File: config.mk
export PLATFORM = sky130hd
export DESIGN_NAME = rvfi_trace_unit
export DESIGN_NICKNAME = d
export VERILOG_FILES = /design/src/verilog/rvfi_trace_pkg.sv /design/src/verilog/itb_table.sv /design/src/verilog/retire_tracer.sv /design/src/verilog/trace_fifo.sv /design/src/verilog/rvfi_trace_unit.sv
export SDC_FILE = /design/constraint.sdc
export NUM_CORES = 2
export LEC_CHECK = 0
export ABC_AREA = 0
export BUFFER_PORTS_ARGS = -buffer_cell sky130_fd_sc_hd__clkbuf_2
export CORE_ASPECT_RATIO = 1.75
export CORE_MARGIN = 3
export CORE_UTILIZATION = 50
export CTS_CLUSTER_DIAMETER = 60
export DETAILED_ROUTE_END_ITERATION = 8
export PLACE_DENSITY = 0.68
export SYNTH_ARGS = -nofsm -noshare
export SYNTH_HDL_FRONTEND = slang
export SYNTH_HIERARCHICAL = 1
export SYNTH_SLANG_ARGS = --single-unit
File: constraint.sdc
create_clock -name clk -period 23.1 [get_ports clk]
set_input_delay 4.62 -clock clk [delete_from_list [all_inputs] [get_ports clk]]
set_output_delay 4.62 -clock clk [all_outputs]
set_load 0.005 [all_outputs]
File: src/verilog/rvfi_trace_pkg.sv
`default_nettype none

package rvfi_trace_pkg;

  //////////////////////////////
  // Sizing
  //////////////////////////////

  // Data and address width of the core
  localparam int XLEN = 32;

  // Register index and byte mask widths
  localparam int REG_ADDR_W = 5;
  localparam int MEM_MASK_W = XLEN / 8;

  // Instruction table geometry
  localparam int ITB_ENTRIES = 16;
  localparam int ITB_INDEX_W = 4;

  // Source info field widths
  localparam int FUNC_ID_W = 8;
  localparam int LINE_W = 16;

  // Trace FIFO geometry, count needs room for the full value
  localparam int FIFO_DEPTH = 8;
  localparam int FIFO_PTR_W = $clog2(FIFO_DEPTH);
  localparam int FIFO_CNT_W = $clog2(FIFO_DEPTH + 1);

  // Statistics counters
  localparam int CNT_W = 16;

  // Line number reported for a pc that is not in the table
  localparam logic [LINE_W-1:0] UNKNOWN_LINE = {LINE_W{1'b1}};

  //////////////////////////////
  // Records
  //////////////////////////////

  // One retired instruction as seen on RVFI, single memory lane
  typedef struct packed {
    logic [XLEN-1:0]       pc;
    logic [REG_ADDR_W-1:0] rs1_addr;
    logic [XLEN-1:0]       rs1_rdata;
    logic [REG_ADDR_W-1:0] rs2_addr;
    logic [XLEN-1:0]       rs2_rdata;
    logic [REG_ADDR_W-1:0] rd_addr;
    logic [XLEN-1:0]       rd_wdata;
    logic [XLEN-1:0]       mem_addr;
    logic [MEM_MASK_W-1:0] mem_rmask;
    logic [XLEN-1:0]       mem_rdata;
    logic [MEM_MASK_W-1:0] mem_wmask;
    logic [XLEN-1:0]       mem_wdata;
  } rvfi_retire_t;

  // Instruction table entry, code address to source info
  typedef struct packed {
    logic [XLEN-1:0]      addr;
    logic [FUNC_ID_W-1:0] func_id;
    logic [LINE_W-1:0]    line;
    logic [XLEN-1:0]      mcode;
  } itb_entry_t;

  // Retirement joined with its table lookup
  typedef struct packed {
    rvfi_retire_t         retire;
    logic                 known;
    logic [FUNC_ID_W-1:0] func_id;
    logic [LINE_W-1:0]    line;
    logic [XLEN-1:0]      mcode;
  } trace_rec_t;

endpackage

`default_nettype wire

File: src/verilog/itb_table.sv
`default_nettype none

module itb_table
  import rvfi_trace_pkg::*;
(
  input  wire logic                   clk,
  input  wire logic                   rst,

  // Load port
  input  wire logic                   itb_wr,
  input  wire logic [ITB_INDEX_W-1:0] itb_wr_index,
  input  wire itb_entry_t             itb_wr_entry,

  // Lookup request from the tracer
  input  wire logic                   lookup_valid,
  input  wire logic [XLEN-1:0]        lookup_pc,

  // Registered lookup result
  output      logic                   hit,
  output      itb_entry_t             hit_entry
);

  // Slot storage and per-slot valid bits
  itb_entry_t               slot_q [ITB_ENTRIES];
  logic [ITB_ENTRIES-1:0]   slot_valid;

  // Address compare results
  logic [ITB_ENTRIES-1:0]   match;
  logic                     match_found;
  logic [ITB_INDEX_W-1:0]   match_index;

  //////////////////////////////
  // Write side
  //////////////////////////////

  // Valid bits are the only table state cleared by reset
  always_ff @(posedge clk) begin
    if (rst) begin
      slot_valid <= '0;
    end else if (itb_wr) begin
      slot_valid[itb_wr_index] <= 1'b1;
    end
  end

  // Entry contents, overwrite replaces the whole slot
  always_ff @(posedge clk) begin
    if (itb_wr) begin
      slot_q[itb_wr_index] <= itb_wr_entry;
    end
  end

  //////////////////////////////
  // Lookup side
  //////////////////////////////

  // Compare pc against every valid slot in parallel
  always_comb begin
    for (int i = 0; i < ITB_ENTRIES; i++) begin
      match[i] = slot_valid[i] && (slot_q[i].addr == lookup_pc);
    end
  end

  // Priority pick
  // Scan from the top so the lowest matching index is the last one written
  always_comb begin
    match_found = 1'b0;
    match_index = '0;
    for (int i = ITB_ENTRIES - 1; i >= 0; i--) begin
      if (match[i]) begin
        match_found = 1'b1;
        match_index = ITB_INDEX_W'(i);
      end
    end
  end

  // Hit flag, only raised for an actual request
  always_ff @(posedge clk) begin
    if (rst) begin
      hit <= 1'b0;
    end else begin
      hit <= lookup_valid && match_found;
    end
  end

  // Entry payload
  // Reads the pre-write contents when a load lands on the same edge
  always_ff @(posedge clk) begin
    if (lookup_valid) begin
      hit_entry <= slot_q[match_index];
    end
  end

endmodule

`default_nettype wire

File: src/verilog/retire_tracer.sv
`default_nettype none

module retire_tracer
  import rvfi_trace_pkg::*;
(
  input  wire logic             clk,
  input  wire logic             rst,

  // Retirement port, one-cycle strobe
  input  wire logic             rvfi_valid,
  input  wire rvfi_retire_t     rvfi,

  // Table lookup
  output      logic             lookup_valid,
  output      logic [XLEN-1:0]  lookup_pc,
  input  wire logic             hit,
  input  wire itb_entry_t       hit_entry,

  // Trace FIFO write side
  input  wire logic             full,
  output      logic             push,
  output      trace_rec_t       push_rec,

  // Statistics
  output      logic [CNT_W-1:0] retired_count,
  output      logic [CNT_W-1:0] unknown_count,
  output      logic [CNT_W-1:0] dropped_count
);

  // Stage 1, retirement captured at the sampling edge
  logic         s1_valid;
  rvfi_retire_t s1_ret;

  // Stage 2, lookup result arrives alongside
  logic         s2_valid;
  rvfi_retire_t s2_ret;

  // Counter step that holds at all ones
  function automatic logic [CNT_W-1:0] sat_inc(input logic [CNT_W-1:0] value);
    if (value == {CNT_W{1'b1}}) begin
      return value;
    end
    return value + 1'b1;
  endfunction

  //////////////////////////////
  // Stage 1
  //////////////////////////////

  always_ff @(posedge clk) begin
    if (rst) begin
      s1_valid <= 1'b0;
    end else begin
      s1_valid <= rvfi_valid;
    end
  end

  // Payload only moves on a real retirement
  always_ff @(posedge clk) begin
    if (rvfi_valid) begin
      s1_ret <= rvfi;
    end
  end

  // Table lookup issued straight from the stage 1 register
  assign lookup_valid = s1_valid;
  assign lookup_pc    = s1_ret.pc;

  //////////////////////////////
  // Stage 2
  //////////////////////////////

  always_ff @(posedge clk) begin
    if (rst) begin
      s2_valid <= 1'b0;
    end else begin
      s2_valid <= s1_valid;
    end
  end

  always_ff @(posedge clk) begin
    if (s1_valid) begin
      s2_ret <= s1_ret;
    end
  end

  // Join RVFI fields with the table result
  always_comb begin
    push_rec.retire = s2_ret;
    if (hit) begin
      push_rec.known   = 1'b1;
      push_rec.func_id = hit_entry.func_id;
      push_rec.line    = hit_entry.line;
      push_rec.mcode   = hit_entry.mcode;
    end else begin
      // Unknown pc, fixed filler values
      push_rec.known   = 1'b0;
      push_rec.func_id = '0;
      push_rec.line    = UNKNOWN_LINE;
      push_rec.mcode   = '0;
    end
  end

  // No stall path back to the core, a full FIFO drops the record
  assign push = s2_valid && !full;

  // Statistics, all update on the push edge
  always_ff @(posedge clk) begin
    if (rst) begin
      retired_count <= '0;
      unknown_count <= '0;
      dropped_count <= '0;
    end else if (s2_valid) begin
      retired_count <= sat_inc(retired_count);
      if (!hit) begin
        unknown_count <= sat_inc(unknown_count);
      end
      if (full) begin
        dropped_count <= sat_inc(dropped_count);
      end
    end
  end

endmodule

`default_nettype wire

File: src/verilog/trace_fifo.sv
`default_nettype none

module trace_fifo
  import rvfi_trace_pkg::*;
(
  input  wire logic       clk,
  input  wire logic       rst,

  // Write side, producer checks full first
  input  wire logic       push,
  input  wire trace_rec_t push_rec,

  // Read side, show-ahead
  input  wire logic       pop,
  output      logic       full,
  output      logic       trace_valid,
  output      trace_rec_t trace_rec
);

  // Record storage
  trace_rec_t              mem_q [FIFO_DEPTH];

  // Pointers and occupancy
  logic [FIFO_PTR_W-1:0]   wr_ptr;
  logic [FIFO_PTR_W-1:0]   rd_ptr;
  logic [FIFO_CNT_W-1:0]   count;

  // Pop on an empty FIFO does nothing
  logic                    do_pop;

  assign do_pop      = pop && trace_valid;
  assign full        = (count == FIFO_CNT_W'(FIFO_DEPTH));
  assign trace_valid = (count != '0);

  // Head of queue is always on the output
  assign trace_rec   = mem_q[rd_ptr];

  // Storage write
  always_ff @(posedge clk) begin
    if (push) begin
      mem_q[wr_ptr] <= push_rec;
    end
  end

  // Pointer and count update, push and pop may coincide
  always_ff @(posedge clk) begin
    if (rst) begin
      wr_ptr <= '0;
      rd_ptr <= '0;
      count  <= '0;
    end else begin
      if (push) begin
        wr_ptr <= (wr_ptr == FIFO_PTR_W'(FIFO_DEPTH - 1)) ? '0 : wr_ptr + 1'b1;
      end
      if (do_pop) begin
        rd_ptr <= (rd_ptr == FIFO_PTR_W'(FIFO_DEPTH - 1)) ? '0 : rd_ptr + 1'b1;
      end
      // Simultaneous push and pop leaves the count alone
      if (push && !do_pop) begin
        count <= count + 1'b1;
      end else if (do_pop && !push) begin
        count <= count - 1'b1;
      end
    end
  end

endmodule

`default_nettype wire

File: src/verilog/rvfi_trace_unit.sv
`default_nettype none

module rvfi_trace_unit
  import rvfi_trace_pkg::*;
(
  input  wire logic                   clk,
  input  wire logic                   rst,

  // Core retirement port
  input  wire logic                   rvfi_valid,
  input  wire rvfi_retire_t           rvfi,

  // Instruction table load port
  input  wire logic                   itb_wr,
  input  wire logic [ITB_INDEX_W-1:0] itb_wr_index,
  input  wire itb_entry_t             itb_wr_entry,

  // Trace output, drained by the consumer
  input  wire logic                   trace_pop,
  output      logic                   trace_valid,
  output      trace_rec_t             trace_rec,

  // Statistics
  output      logic [CNT_W-1:0]       retired_count,
  output      logic [CNT_W-1:0]       unknown_count,
  output      logic [CNT_W-1:0]       dropped_count
);

  // Tracer to table
  logic             lookup_valid;
  logic [XLEN-1:0]  lookup_pc;
  logic             hit;
  itb_entry_t       hit_entry;

  // Tracer to FIFO
  logic             push;
  trace_rec_t       push_rec;
  logic             full;

  // Address to source info map
  itb_table itb_table_inst (
    .clk          (clk),
    .rst          (rst),
    .itb_wr       (itb_wr),
    .itb_wr_index (itb_wr_index),
    .itb_wr_entry (itb_wr_entry),
    .lookup_valid (lookup_valid),
    .lookup_pc    (lookup_pc),
    .hit          (hit),
    .hit_entry    (hit_entry)
  );

  // Two-stage join and statistics
  retire_tracer retire_tracer_inst (
    .clk           (clk),
    .rst           (rst),
    .rvfi_valid    (rvfi_valid),
    .rvfi          (rvfi),
    .lookup_valid  (lookup_valid),
    .lookup_pc     (lookup_pc),
    .hit           (hit),
    .hit_entry     (hit_entry),
    .full          (full),
    .push          (push),
    .push_rec      (push_rec),
    .retired_count (retired_count),
    .unknown_count (unknown_count),
    .dropped_count (dropped_count)
  );

  // Record queue toward the consumer
  trace_fifo trace_fifo_inst (
    .clk         (clk),
    .rst         (rst),
    .push        (push),
    .push_rec    (push_rec),
    .pop         (trace_pop),
    .full        (full),
    .trace_valid (trace_valid),
    .trace_rec   (trace_rec)
  );

endmodule

`default_nettype wire

== After elaboration in Yosys (flattened, before gate mapping) ==
Memories as Yosys holds them, arrays and structs flattened. A register that Yosys moved wholly into a read port is not among the register bits.
Cells that the tools add are included.

* Bits in registers: 571
* Memory bits (writable): 3,840
* Input bits: 344
* Output and inout port bits: 353
* Memories: 2

{| class="wikitable"
|+ Memories
! memory !! words !! width !! rd ports !! clocked after Yosys merged registers in !! write ports !! RTL line !! RTL
|-
| trace_fifo_inst.mem_q || 8 || 304 || 1 || 1 || 1 || trace_fifo.sv:21 || <nowiki>trace_rec_t mem_q [FIFO_DEPTH];</nowiki>
|-
| itb_table_inst.slot_q || 16 || 88 || 17 || 1 || 1 || itb_table.sv:24 || <nowiki>itb_entry_t slot_q [ITB_ENTRIES];</nowiki>
|}

* Add/subtract/negate cells: 7
* Magnitude comparators: 2
* Equal/unequal tests: 25
* Muxes and demuxes: 59
* Bitwise gates (word level): 2
* Reductions and logical operators: 30

{| class="wikitable"
|+ Operator list
! operator !! count
|-
| $eq 32x32->1 || 16
|-
| $mux 4 || 18
|-
| $mux 57 || 1
|-
| $add 16x1->16 const B || 3
|-
| $eq 16x16->1 const B || 3
|-
| $mux 16 || 3
|-
| $mux 1 || 32
|-
| $logic_and 1x1->1 || 22
|-
| $or 16x16->16 || 1
|-
| $mux 3 || 4
|-
| $add 3x1->3 const B || 2
|-
| $eq 3x3->1 const B || 2
|-
| $ne 2x2->1 const B || 3
|-
| $reduce_and 3->1 || 2
|-
| $lt 4x5->1 const B || 1
|-
| $add 4x1->4 const B || 1
|-
| $demux 1 s4 || 1
|-
| $eq 4x4->1 const B || 1
|-
| $ge 4x1->1 const B || 1
|-
| $reduce_bool 4->1 || 1
|-
| $sub 4x1->4 const B || 1
|-
| $logic_not 1->1 || 3
|-
| $reduce_and 2->1 || 1
|-
| $reduce_bool 2->1 || 1
|-
| $not 1->1 || 1
|}

== Longest topological paths before layout ==
* Word-level depth: 19
* Gate-level depth with buffers: 18
* Depth with buffers taken out: 11

== By module ==
Netlist, hierarchy kept.

{| class="wikitable"
|+ By module, submodules not included
! module !! times used !! cells each !! area each (um^2) !! seq. area each (um^2)
|-
| trace_fifo || 1 || 3,589 || 91,629.1 || 73,290.3
|-
| itb_table || 1 || 4,337 || 65,570.4 || 45,263.4
|-
| retire_tracer || 1 || 887 || 18,149.9 || 15,835.2
|}

== Least setup slack after synthesis ==
Ideal clock, no wire load.

* Kind: reg-to-reg
* From: register trace_fifo_inst.count[0]
* To: memory trace_fifo_inst/mem_q[0][0] in the netlist's numbering (enable)
* Arrival time: 21,423 ps
* Setup slack: 335 ps
* Stages on the path, launching flop included: 5
* Buffers on the path: 0
* Cells stage by stage: dfxtp_1 > nor4b_1 > nor2b_1 > nand2b_1 > nor3_1

* Word-level cells in the longest chain between the ends: 5

{| class="wikitable"
|+ Ends and longest elaborated chain
! element !! RTL line !! RTL
|-
| start, declared || trace_fifo.sv:26 || <nowiki>logic [FIFO_CNT_W-1:0] count;</nowiki>
|-
| start signal, assigned || trace_fifo.sv:60 || <nowiki>count <= count + 1'b1;</nowiki>
|-
| start signal, assigned || trace_fifo.sv:62 || <nowiki>count <= count - 1'b1;</nowiki>
|-
| $eq 4x4->1 || trace_fifo.sv:32 || <nowiki>assign full = (count == FIFO_CNT_W'(FIFO_DEPTH));</nowiki>
|-
| net full || rvfi_trace_unit.sv:38 || <nowiki>logic full;</nowiki>
|-
| $logic_not 1->1 || retire_tracer.sv:105 || <nowiki>assign push = s2_valid && !full;</nowiki>
|-
| $logic_and 1x1->1 || retire_tracer.sv:105 ||
|-
| net push || rvfi_trace_unit.sv:36 || <nowiki>logic push;</nowiki>
|-
| $mux 1 || trace_fifo.sv:40 || <nowiki>if (push) begin</nowiki>
|-
| $mux 1 (not written as such) || trace_fifo.sv:41 || <nowiki>mem_q[wr_ptr] <= push_rec;</nowiki>
|-
| end, declared || trace_fifo.sv:21 ||
|}

The timed path passes the listed nets, and every way through them passes these cells.

==> impl_metrics.py <==
metrics = {
    "cts": {
        "cts.sinks": 4470,
        "total_cts_buffers": 397,
        "cts.reportedPaths.clkPinSlew_ns": 0.07,
        "clock_path_buffers": 4,
        "clk_latency_ns": 0.95,
        "post_cts_gate_resize_count": 0,
        "post-cts-setup-buffer-count": 0,
        "post_cts_hold_buffer_count": 0,
        "tritoncts": "done",
        "ctsHtreeMaxLevel": 5,
        "clock_tree.root_cell": "clkbuf_16",
    },
    "synth": {
        "synth.cell_area_um2": 170000,
        "ys_warn_count": 6,
        "synth.avg_cell_area_um2": 20.7,
        "netlist_instances": 8252,
        "synth_nets": 8607,
    },
    "place": {
        "dpl.hpwl_um": 241000,
        "weighted_congestion_at_the_end_of_routability_driven_global_placement": 0.854,
        "detailed_place.area_um2": 179000,
        "preCtsSetupSlack_ns": 13.21,
        "place.port_buffers": 696,
    },
    "die": {
        "die_h_um": 778,
        "initial_utilization": 0.502,
        "design.core.area_um2": 339000,
        "floorplan.die_area_um2": 348000,
        "floorplan.rows": 283,
        "die_w_um": 447,
        "pin_count": 697,
    },
    "setup_path": {
        "worst-path-max-fanout": 52,
        "crit_top_cell": "buf_4",
        "worstSetupEndpointType": "output port",
        "cp_data_arrival_time_ns": 6.02,
        "critical_path_class": "register to output port",
        "crit_path_top_delay_cell": "buf_4",
        "timing.critical_path.required_ns": 18.48,
        "worstPathBufferInverterCount": 5,
        "timing.critical_path.cells": "buf_4 -> buf_4 -> buf_4 -> buf_4 -> mux4_2 -> mux2_2 -> clkbuf_2",
        "critical_path.top_delay_family": "buffers and inverters",
        "crit_start_category": "register",
        "biggest_cell_delay_along_the_critical_path_ns": 0.93,
    },
    "pwr": {
        "ir_worst_vdd_uv": 68.2,
        "pwr_density_cell_nw_per_um2": 93.6,
        "cellLeakagePower_nw": 63.0,
    },
    "grt": {
        "globalRouteTotalUtil": 0.240,
        "first_global_vias": 86400,
        "grt_start_max_net_pins": 158,
        "antenna_violations_before_repair": 77,
        "grt_first_pass_wirelength_um": 603000,
        "globalRoute.totalOverflow": 0,
    },
    "sta": {
        "fmax_mhz": 93.9,
        "fin_worst_skew_ns": 0.0535,
        "setup_slack_ns": 12.46,
        "final-max-slew-violation-count": 0,
        "period_needed_ns": 10.64,
        "final_report_setup_violation_count": 0,
        "final_hold_viol_count": 0,
        "setup_total_negative_slack_ns": 0,
        "worstMarginPinSlew_ns": 1.30,
        "setup_repair_after_global_routing_missed_its_margin": "no",
        "finalHoldWorstSlack_ns": 0.388,
        "slew-limit-headroom": 0.136,
        "finalCritPeriodShare": 0.461,
    },
    "final_layout": {
        "fillers": 24800,
        "final_core_util": 0.567,
        "nNetsFinal": 9457,
        "area_growth_pct": 12.8,
        "post_route_cells_drive_above_1_share": 0.272,
        "final_area_um2": 192000,
    },
    "routing": {
        "detail_route.wirelength_um": 422000,
        "detail_route.drc_violations": 0,
        "postRouteAntennaNets": 0,
        "routed-via-count": 83900,
        "drt-vias-per-instance": 6.04,
        "detail_route.iter0.violations": 7831,
        "avgRoutedWirePerCell_um": 30.4,
        "detail_route.first_pass.iterations": 6,
    },
    "min_path": {
        "hp-class": "register to register",
    },
    "job": {
        "cap_violations": 0,
    },
    "status": {
        "outcome": "complete, no violations",
    },
}
[final timing paths]
check	end	slack, ns	startpoint	cells after the start
worst min-delay path	retire_tracer_inst/push_rec[137]$_DFFE_PP_	0.39	retire_tracer_inst/s1_ret[80]$_DFFE_PP_	0
worst min register to register	retire_tracer_inst/push_rec[137]$_DFFE_PP_	0.39	retire_tracer_inst/s1_ret[80]$_DFFE_PP_	0
worst max-delay path	trace_rec[109]	12.46	register	7
worst max register to register	itb_table_inst/hit_entry[33]$_DFFE_PP_	15.29	retire_tracer_inst/lookup_pc[6]$_DFFE_PP_	17
[layout make-up]
class / count / area (um2) / area share
Timing Repair Buffer: 876 / 4920 / 0.0256
Multi-Input combinational cell: 3342 / 34900 / 0.182
Sequential cell: 4470 / 133000 / 0.694
Antenna cell: 41 / 103 / 0.000534
Inverter: 15 / 56.3 / 0.000293
Tap cell: 4417 / 5530 / 0.0287
Clock buffer: 459 / 10300 / 0.0538
Clock inverter: 269 / 2910 / 0.0152
[layer usage]
layer / wire length (um) / part of all wire / GRT usage / up-vias
li1: - / - / - / 35200
met1: 154000 / 0.37 / 0.299 / 44000
met2: 212000 / 0.50 / 0.408 / 3669
met3: 37800 / 0.090 / 0.0563 / 945
met4: 16900 / 0.040 / 0.0916 / 54
met5: 369 / 0.00087 / 0 / -
[registers in the layout, summed over array words and instances (netlist names), named ones only]
| name | count |
|---|---|
| trace_fifo_inst/rd_ptr | 3 |
| retire_tracer_inst/s1_ret | 215 |
| itb_table_inst/hit_entry | 56 |
| itb_table_inst/hit | 1 |
| retire_tracer_inst/retired_count | 16 |
| trace_fifo_inst/count | 4 |
| itb_table_inst/slot_valid | 16 |
| retire_tracer_inst/s2_valid | 1 |
| trace_fifo_inst/mem_q | 2432 |
| retire_tracer_inst/push_rec | 247 |
| retire_tracer_inst/dropped_count | 16 |
| itb_table_inst/slot_q | 1408 |
| retire_tracer_inst/lookup_valid | 1 |
| retire_tracer_inst/unknown_count | 16 |
| retire_tracer_inst/lookup_pc | 32 |
| trace_fifo_inst/wr_ptr | 3 |
[cell usage in the layout, fill, tap and decap left out, drive strengths merged, types with 6 or more instances in the layout]
cell type,instances
edfxtp,4390
clkbuf,1153
mux4,608
xor2,396
mux2,370
mux2i,341
nor2,330
buf,182
nand2,179
nor4,170
clkinv,160
xnor2,120
o22ai,112
a21oi,92
nand4,84
dfxtp,80
a31oi,63
a2111oi,59
a22oi,56
bufinv,52
and2,47
nor3,47
inv,42
diode,41
nand3,38
nand2b,34
or4,31
clkinvlp,30
nand4b,17
nor2b,16
or3,13
o31ai,13
o21ai,13
ha,10
and3,9
nor4b,8
and4,8
a211oi,7
or3b,6
nand3b,6
[stage by stage]
stage / power (W) / std cells
2_1_floorplan: 0.0107 / 8252
3_3_place_gp: 0.0114 / 13100
3_5_place_dp: 0.0115 / 13100
4_1_cts: 0.0182 / 13800
5_1_grt: 0.0186 / 13900
6_report: 0.0180 / 13900
[where the power goes]
group | switching (W) | internal, W
clock | 0.00293 | 0.00382
combinational | 0.00107 | 0.000954
sequential | 0.000126 | 0.00910
[worst reg2reg max path, delay by kind of cell (launching register included)]
kind                      cells  cell delay [ns]
and+or+nand+nor               6             1.43
AOI/OAI and AO/OA             3             0.90
buffers and inverters         6             4.32
muxes                         1             0.32
xor gates and xnor gates      1             0.19
DFF                           1             0.35
(Power assumes the default switching activity.)
